--- src/verilog/serial_alu_defs.svh ---
`ifndef SERIAL_ALU_DEFS_SVH
`define SERIAL_ALU_DEFS_SVH

// Operand and result width.
`define SALU_WIDTH 16

// Bit counter, wide enough for SALU_WIDTH cycles.
`define SALU_CNT_W 4

`define SALU_OP_W 3

`endif

--- src/verilog/serial_alu_pkg.sv ---
`include "serial_alu_defs.svh"

package serial_alu_pkg;

    // Opcodes 0 to 7.
    typedef enum logic [`SALU_OP_W-1:0] {
        op_add  = 3'd0,
        op_sub  = 3'd1,
        op_xor  = 3'd2,
        op_and  = 3'd3,
        op_not  = 3'd4,
        op_or   = 3'd5,
        op_nor  = 3'd6,
        op_nand = 3'd7
    } alu_op_t;

    typedef struct packed {
        logic [`SALU_WIDTH-1:0] a;
        logic [`SALU_WIDTH-1:0] b;
    } operands_t;

    // One bit of each operand per cycle.
    typedef struct packed {
        logic a_bit;
        logic b_bit;
    } bit_pair_t;

    typedef struct packed {
        logic                   carry;
        logic [`SALU_WIDTH-1:0] value;
    } result_t;

endpackage

--- src/verilog/seq_control.sv ---
`timescale 1ns/10ps
`include "serial_alu_defs.svh"

module seq_control (
    input  logic clk,
    input  logic rst,
    input  logic start,
    output logic load,
    output logic shift,
    output logic busy,
    output logic done
);

    logic                   busy_q;
    logic                   done_q;
    logic [`SALU_CNT_W-1:0] cnt;
    logic                   last_bit;

    // Start is only taken when idle.
    assign load = start & ~busy_q;

    assign last_bit = (cnt == `SALU_CNT_W'(`SALU_WIDTH - 1));

    always_ff @(posedge clk) begin
        if (rst) begin
            busy_q <= 1'b0;
            done_q <= 1'b0;
            cnt    <= '0;
        end else begin
            done_q <= 1'b0;
            if (load) begin
                busy_q <= 1'b1;
                cnt    <= '0;
            end else if (busy_q) begin
                cnt <= cnt + 1'b1;
                // Stop after the last bit.
                if (last_bit) begin
                    busy_q <= 1'b0;
                    done_q <= 1'b1;
                end
            end
        end
    end

    // One bit is consumed on every busy cycle.
    assign shift = busy_q;
    assign busy  = busy_q;
    assign done  = done_q;

endmodule

--- src/verilog/operand_serializer.sv ---
`timescale 1ns/10ps
`include "serial_alu_defs.svh"

module operand_serializer (
    input  logic                      clk,
    input  logic                      rst,
    input  logic                      load,
    input  logic                      shift,
    input  serial_alu_pkg::operands_t operands,
    output serial_alu_pkg::bit_pair_t bits
);

    logic [`SALU_WIDTH-1:0] a_sr;
    logic [`SALU_WIDTH-1:0] b_sr;

    // Operands are held here, so the inputs may change mid-operation.
    always_ff @(posedge clk) begin
        if (rst) begin
            a_sr <= '0;
            b_sr <= '0;
        end else if (load) begin
            a_sr <= operands.a;
            b_sr <= operands.b;
        end else if (shift) begin
            a_sr <= {1'b0, a_sr[`SALU_WIDTH-1:1]};
            b_sr <= {1'b0, b_sr[`SALU_WIDTH-1:1]};
        end
    end

    // LSB first.
    assign bits = '{a_bit: a_sr[0], b_bit: b_sr[0]};

endmodule

--- src/verilog/bit_alu.sv ---
`timescale 1ns/10ps

module bit_alu (
    input  logic                      clk,
    input  logic                      rst,
    input  logic                      load,
    input  logic                      shift,
    input  serial_alu_pkg::alu_op_t   op,
    input  serial_alu_pkg::bit_pair_t bits,
    output logic                      res_bit,
    output logic                      carry
);

    serial_alu_pkg::alu_op_t op_q;
    logic                    carry_q;
    logic                    is_sub;
    logic                    is_arith;
    logic                    b_eff;
    logic                    sum;
    logic                    cout;

    assign is_sub   = (op_q == serial_alu_pkg::op_sub);
    assign is_arith = is_sub | (op_q == serial_alu_pkg::op_add);

    // SUB is a + ~b with the carry preset to 1.
    assign b_eff = bits.b_bit ^ is_sub;
    assign sum   = bits.a_bit ^ b_eff ^ carry_q;
    assign cout  = (bits.a_bit & b_eff) | (carry_q & (bits.a_bit ^ b_eff));

    always_comb begin
        case (op_q)
            serial_alu_pkg::op_xor:  res_bit = bits.a_bit ^ bits.b_bit;
            serial_alu_pkg::op_and:  res_bit = bits.a_bit & bits.b_bit;
            serial_alu_pkg::op_not:  res_bit = ~bits.a_bit;
            serial_alu_pkg::op_or:   res_bit = bits.a_bit | bits.b_bit;
            serial_alu_pkg::op_nor:  res_bit = ~(bits.a_bit | bits.b_bit);
            serial_alu_pkg::op_nand: res_bit = ~(bits.a_bit & bits.b_bit);
            default:                 res_bit = sum;
        endcase
    end

    always_ff @(posedge clk) begin
        if (rst) begin
            op_q    <= serial_alu_pkg::op_add;
            carry_q <= 1'b0;
        end else if (load) begin
            op_q    <= op;
            carry_q <= (op == serial_alu_pkg::op_sub);
        end else if (shift && is_arith) begin
            carry_q <= cout;
        end
    end

    // Stays 0 for the logic operations.
    assign carry = carry_q;

endmodule

--- src/verilog/result_deserializer.sv ---
`timescale 1ns/10ps
`include "serial_alu_defs.svh"

module result_deserializer (
    input  logic                   clk,
    input  logic                   rst,
    input  logic                   load,
    input  logic                   shift,
    input  logic                   res_bit,
    output logic [`SALU_WIDTH-1:0] value
);

    logic [`SALU_WIDTH-1:0] value_sr;

    // New bits enter at the top and walk down.
    // After the last shift bit 0 is the LSB.
    always_ff @(posedge clk) begin
        if (rst) begin
            value_sr <= '0;
        end else if (load) begin
            value_sr <= '0;
        end else if (shift) begin
            value_sr <= {res_bit, value_sr[`SALU_WIDTH-1:1]};
        end
    end

    // Held between operations.
    assign value = value_sr;

endmodule

--- src/verilog/serial_alu.sv ---
`timescale 1ns/10ps
`include "serial_alu_defs.svh"

module serial_alu (
    input  logic                     clk,
    input  logic                     rst,
    input  logic                     start,
    input  serial_alu_pkg::alu_op_t   op,
    input  serial_alu_pkg::operands_t operands,
    output serial_alu_pkg::result_t   result,
    output logic                     busy,
    output logic                     done
);

    logic                      load;
    logic                      shift;
    serial_alu_pkg::bit_pair_t bits;
    logic                      res_bit;
    logic                      carry;
    logic [`SALU_WIDTH-1:0]    value;

    seq_control u_ctrl (
        .clk   (clk),
        .rst   (rst),
        .start (start),
        .load  (load),
        .shift (shift),
        .busy  (busy),
        .done  (done)
    );

    operand_serializer u_ser (
        .clk      (clk),
        .rst      (rst),
        .load     (load),
        .shift    (shift),
        .operands (operands),
        .bits     (bits)
    );

    bit_alu u_alu (
        .clk     (clk),
        .rst     (rst),
        .load    (load),
        .shift   (shift),
        .op      (op),
        .bits    (bits),
        .res_bit (res_bit),
        .carry   (carry)
    );

    result_deserializer u_deser (
        .clk     (clk),
        .rst     (rst),
        .load    (load),
        .shift   (shift),
        .res_bit (res_bit),
        .value   (value)
    );

    // Final carry sits above the value as the 17th bit.
    assign result = '{carry: carry, value: value};

endmodule

--- config.mk ---
export PLATFORM = sky130hd
export DESIGN_NAME = serial_alu
export DESIGN_NICKNAME = d
export VERILOG_FILES = /design/src/verilog/serial_alu_pkg.sv /design/src/verilog/seq_control.sv /design/src/verilog/operand_serializer.sv /design/src/verilog/bit_alu.sv /design/src/verilog/result_deserializer.sv /design/src/verilog/serial_alu.sv
export VERILOG_INCLUDE_DIRS = /design/src /design/src/verilog
export SDC_FILE = /design/constraint.sdc
export NUM_CORES = 1
export LEC_CHECK = 0
export ABC_AREA = 1
export BUFFER_PORTS_ARGS = -buffer_cell sky130_fd_sc_hd__buf_2
export CAP_MARGIN = 20
export CORE_MARGIN = 8
export CORE_UTILIZATION = 44
export DETAILED_ROUTE_END_ITERATION = 12
export PLACE_DENSITY = 0.73
export SYNTH_ARGS = -nofsm -noshare
export SYNTH_HDL_FRONTEND = slang
export SYNTH_SLANG_ARGS = --single-unit
--- constraint.sdc ---
create_clock -name clk -period 4.2 [get_ports clk]
set_input_delay 1.26 -clock clk [delete_from_list [all_inputs] [get_ports clk]]
set_output_delay 1.26 -clock clk [all_outputs]
set_load 0.02 [all_outputs]
# Yosys cells after proc, flatten, opt, wreduce, memory -nomap -nowiden

Index checks and enable logic that the tools add are counted.

Add/sub/neg operators: 1
Muxes and demuxes: 11
Bitwise logic cells: 15
Reduce and logical (&&, ||, !) cells: 6
Equal/unequal tests: 9

Operators by type and width:

| kind                                                            | count |
|---|---|
| 16-bit 2-to-1 mux                                               | 4 |
| 3-bit == test, second input constant                            | 4 |
| 3-bit by 1-bit == test with 1-bit output, second input constant | 2 |
| 3-bit by 2-bit == test with 1-bit output, second input constant | 2 |
| 1-bit 2-to-1 mux                                                | 6 |
| 1-bit case mux with 6 select lines                              | 1 |
| 4-bit by 1-bit adder with 4-bit output, second input constant   | 1 |
| 1-bit bitwise AND                                               | 4 |
| 4-bit == test, second input constant                            | 1 |
| 1-bit NOT                                                       | 4 |
| 2-bit nonzero test                                              | 2 |
| 1-bit bitwise XOR                                               | 4 |
| 3-bit logical NOT                                               | 1 |
| 1-bit OR                                                        | 3 |
| 3-bit OR reduction                                              | 1 |
| 2-bit OR reduction                                              | 1 |
| 1-bit logical AND                                               | 1 |

Output and inout port bits: 19
Register bits: 58
Logic and storage cells: 50
Input bits: 38

# Logic depth before layout (Yosys ltp)

Word-level depth: 7
Mapped depth: 9
Gate-level depth less buffers: 7

# Modules after synthesis

A second synthesis with hierarchy kept.

Cell total of the unflattened synthesis: 453
Area, all modules: 2,980.4 um^2

Modules (own cells, without submodules):

| module              | instances | area each (um^2) | cells an instance | sequential area each (um^2) |
|---|---|---|---|---|
| operand_serializer  | 1         | 1,681.6          | 266               | 640.6 |
| result_deserializer | 1         | 693.2            | 101               | 320.3 |
| bit_alu             | 1         | 325.3            | 53                | 80.1 |
| seq_control         | 1         | 272.8            | 32                | 120.1 |
| serial_alu          | 1         | 7.5              | 1                 | 0.0 |

# Least setup slack after synthesis

No wires, ideal clock.

Kind: input port to flip-flop
Start: input rst
End: register u_ser.b_sr[4]
Setup slack: 2.199 ns
Data arrival time: 1.943 ns
Stages: 5
Required time: 4.142 ns
Library setup time: 0.058 ns
Buffers on the path: 2
Cells stage by stage: buf_2 > inv_1 > buf_1 > o21ai_1 > inv_1

RTL lines:

| element                | RTL line                 | text |
|---|---|---|
| start: declaration     | serial_alu.sv:6          | `input logic rst,` |
| end signal: assignment | operand_serializer.sv:23 | `b_sr <= operands.b;` |
| end signal: assignment | operand_serializer.sv:26 | `` b_sr <= {1'b0, b_sr[`SALU_WIDTH-1:1]}; `` |
| end: declaration       | operand_serializer.sv:14 | `` logic [`SALU_WIDTH-1:0] b_sr; `` |

No word-level cell between the ends.

# Worst setup path after layout

Start: register u_ctrl.busy_q (netlist: u_ctrl.busy)
End: output busy

RTL lines:

| element                  | RTL line          | text |
|---|---|---|
| start: declaration       | seq_control.sv:14 | `logic busy_q;` |
| start signal: assignment | seq_control.sv:26 | `busy_q <= 1'b0;` |
| start signal: assignment | seq_control.sv:32 | `busy_q <= 1'b1;` |
| start signal: assignment | seq_control.sv:38 | `busy_q <= 1'b0;` |
| end: declaration         | serial_alu.sv:11  | `output logic busy,` |

No word-level cell between the ends.

==> results.toml <==
[synth]
synth_edf_count = 0
ys_types = 32
yosys_warnings = 0
synth_area_leaders = "dfxtp_1, nand2_1, inv_1"
syn_inst = 365
synth_flop_cell = "dfxtp_1"
synth-async-reset-ratio_pct = 0
netlist.area_leader.share_pct = 42.57
ys_seq_elements = 58
synthesis.area_sq_um = 2728
synth_nets = 407
yosys.area.top_type = "dfxtp_1"
ys_seq_area_share_pct = 42.57
avgSynthCellArea_sq_um = 7.473

[cts]
clk_pin_slew_ns = 0.06
htree_levels = 3
clock_sinks = 58
cts_buffers = 9
clock_path_buffers = 2
holdBufCountCts = 0
cts_root_buf = "clkbuf_8"
cts_tree = "done"
postCtsSetupRepairBufs = 0
clk_latency_ns = 0.33
post_cts_resize_count = 0

[worst_setup_path]
critPathMaxStageDelay_ns = 0.64
crit_required_ns = 2.94
startpoint_type = "flop"
crit_buf_inv = 1
crit_family = "flip-flops"
worst_path_max_delay_cell = "dfxtp_1"
critPathCaptureType = "output port"
worstPathCellList = "buf_2"
path_class = "flop to output port"
arrival_ns = 1.23
path_max_fanout = 14

[sta]
min_period_over_period_pct = 59.39
rsz0062_at_grt = "no"
slew_violations = 0
setup_viol = 0
worst_pin_slew_ns = 0.9096
fin_tns_setup_ns = 0
finalHoldViolCount = 0
finalCriticalPeriod_ns = 2.494
fmax_ghz = 0.4009
fin_worst_skew_ns = 0.006076
slew_headroom_pct = 39.29
hold_slack_ns = 0.4665

[cells_and_area]
final_layout_size_suffix_gt1_share_pct = 26.01
final_cell_mix = "nand2_1, inv_1, dfxtp_1, buf_2, o21ai_1"
area_growth_syn_to_layout_pct = 17.94
num-fill-cells = 607
final_common_cell = "nand2_1"
nNetsFinal = 456
diodes = 0

[routing]
drt_iter0_drc = 89
wl_mm = 5.951
avgRoutedWirePerCell_um = 12.05
dr.pass1.iters = 5
num_vias = 2328
via_per_inst = 4.713
drc_errors = 0
ant_nets = 0

[die]
fp.dieW_um = 94.74
die_h_um = 94.74
initial_core_util_pct = 45.80
core_sq_um = 5956
rows = 28
die_area_sq_um = 8975
io_pins = 57

[outcome]
status = "complete, no violations"

[global_route]
grt_pass1_wl_mm = 10.07
grt_max_degree = 37
grt_pass1_vias = 2331
overflow = 0
antenna_found_initial = 0
grt_usage_pct = 14.15

[worst_hold_path]
holdCritPathClass = "flop to flop"

[power_and_ir_drop]
ir_drop_v = 0.0002011
total_power_uw = 1337
power_density_nw_per_um2 = 415.6
p_leak_uw = 0.001552

[place]
io_buffers = 56
hpwl_mm = 4.067
routabilityCongestion = 0.7823

[job]
drv_cap = 0
==> logic make-up (layout without fill, tap and decap cells) <==
logic type / after synthesis / in the layout / synth area share [%]
simple gates: 149 / 149 / 23.16
buf+inv: 82 / 136 / 13.62
fa+ha+maj: 4 / 4 / 2.110
xor+xnor: 1 / 1 / 0.3212
compound gates: 71 / 71 / 18.21
flops: 58 / 58 / 42.57
==> final timing paths <==
path,startpoint,end,slack [ns],depth (start not counted)
min,u_deser.value[0],u_deser.value[0],0.47,2
max,u_ctrl.busy,busy,1.71,1
max reg2reg,u_ctrl.busy,u_ser.a_sr[8],2.26,6
min reg2reg,u_deser.value[0],u_deser.value[0],0.47,2
==> power breakdown <==
part           internal, uW  leakage [uW]  total, uW  switching [uW]
combinational          52.3      0.000959        146            93.4
sequential              574      0.000473        587            13.4
clock                   391      0.000120        604             213
total                  1020       0.00155       1340             320
==> registers in the layout (all words and copies together) (netlist names) <==
register and count:
u_alu.carry 1, u_alu.op_q 3, u_ctrl.busy 1, u_ctrl.cnt 4
u_ctrl.done 1, u_deser.value 16, u_ser.a_sr 16, u_ser.b_sr 16
==> cell usage after synthesis (2+ instances only) <==
library cell  count
dfxtp_1          58
buf_6             4
a21oi_1          11
nor2_1           20
buf_2             7
buf_1             2
nor3_1            5
clkbuf_1          4
inv_4             2
inv_1            59
a21oi_2          10
ha_1              3
o21ai_1          21
o211ai_2         10
nand2_1         104
nand3_1           6
nand2_2          10
o211ai_1          8
a211oi_1          2
o21ai_0           7
==> worst register-to-register path, delay by kind of cell, from the launching register on <==
| family | cells | cell delay, ns |
|---|---|---|
| buffers and inverters | 3 | 0.81 |
| AOI/OAI and AO/OA | 1 | 0.15 |
| DFF | 1 | 0.64 |
| and+or+nand+nor | 2 | 0.23 |
==> area by class of cell <==
cell class,instances,area [sq um],share of cell area [%]
multi-input combinational,225,1195,37.15
timing repair buffer,57,287.8,8.946
clock inverter,6,105.1,3.267
tap,75,93.84,2.917
clock buffer,10,127.6,3.967
sequential,58,1161,36.09
inverter,63,246.5,7.662
==> routing by layer <==
metal | vias up | GRT usage, % | part of all wire [%]
met5 | - | 0 | 0
met1 | 1035 | 15.94 | 44
met3 | 4 | 5.079 | 7.6
met2 | 58 | 23.41 | 47
met4 | 0 | 6.632 | 1.1
li1 | 1231 | - | -
==> stage by stage <==
stage	util [%]	cells	setup WS, ns	cell area, sq um
after floorplan	-	365	2.199	2728
final	54.01	494	1.706	3217
after global placement	50.11	478	1.677	2984
after detailed placement	50.11	478	1.602	2984
after CTS	54.01	494	1.653	3217
after global routing	54.01	494	1.563	3217
No activity file was read; power rests on OpenSTA's default activity.
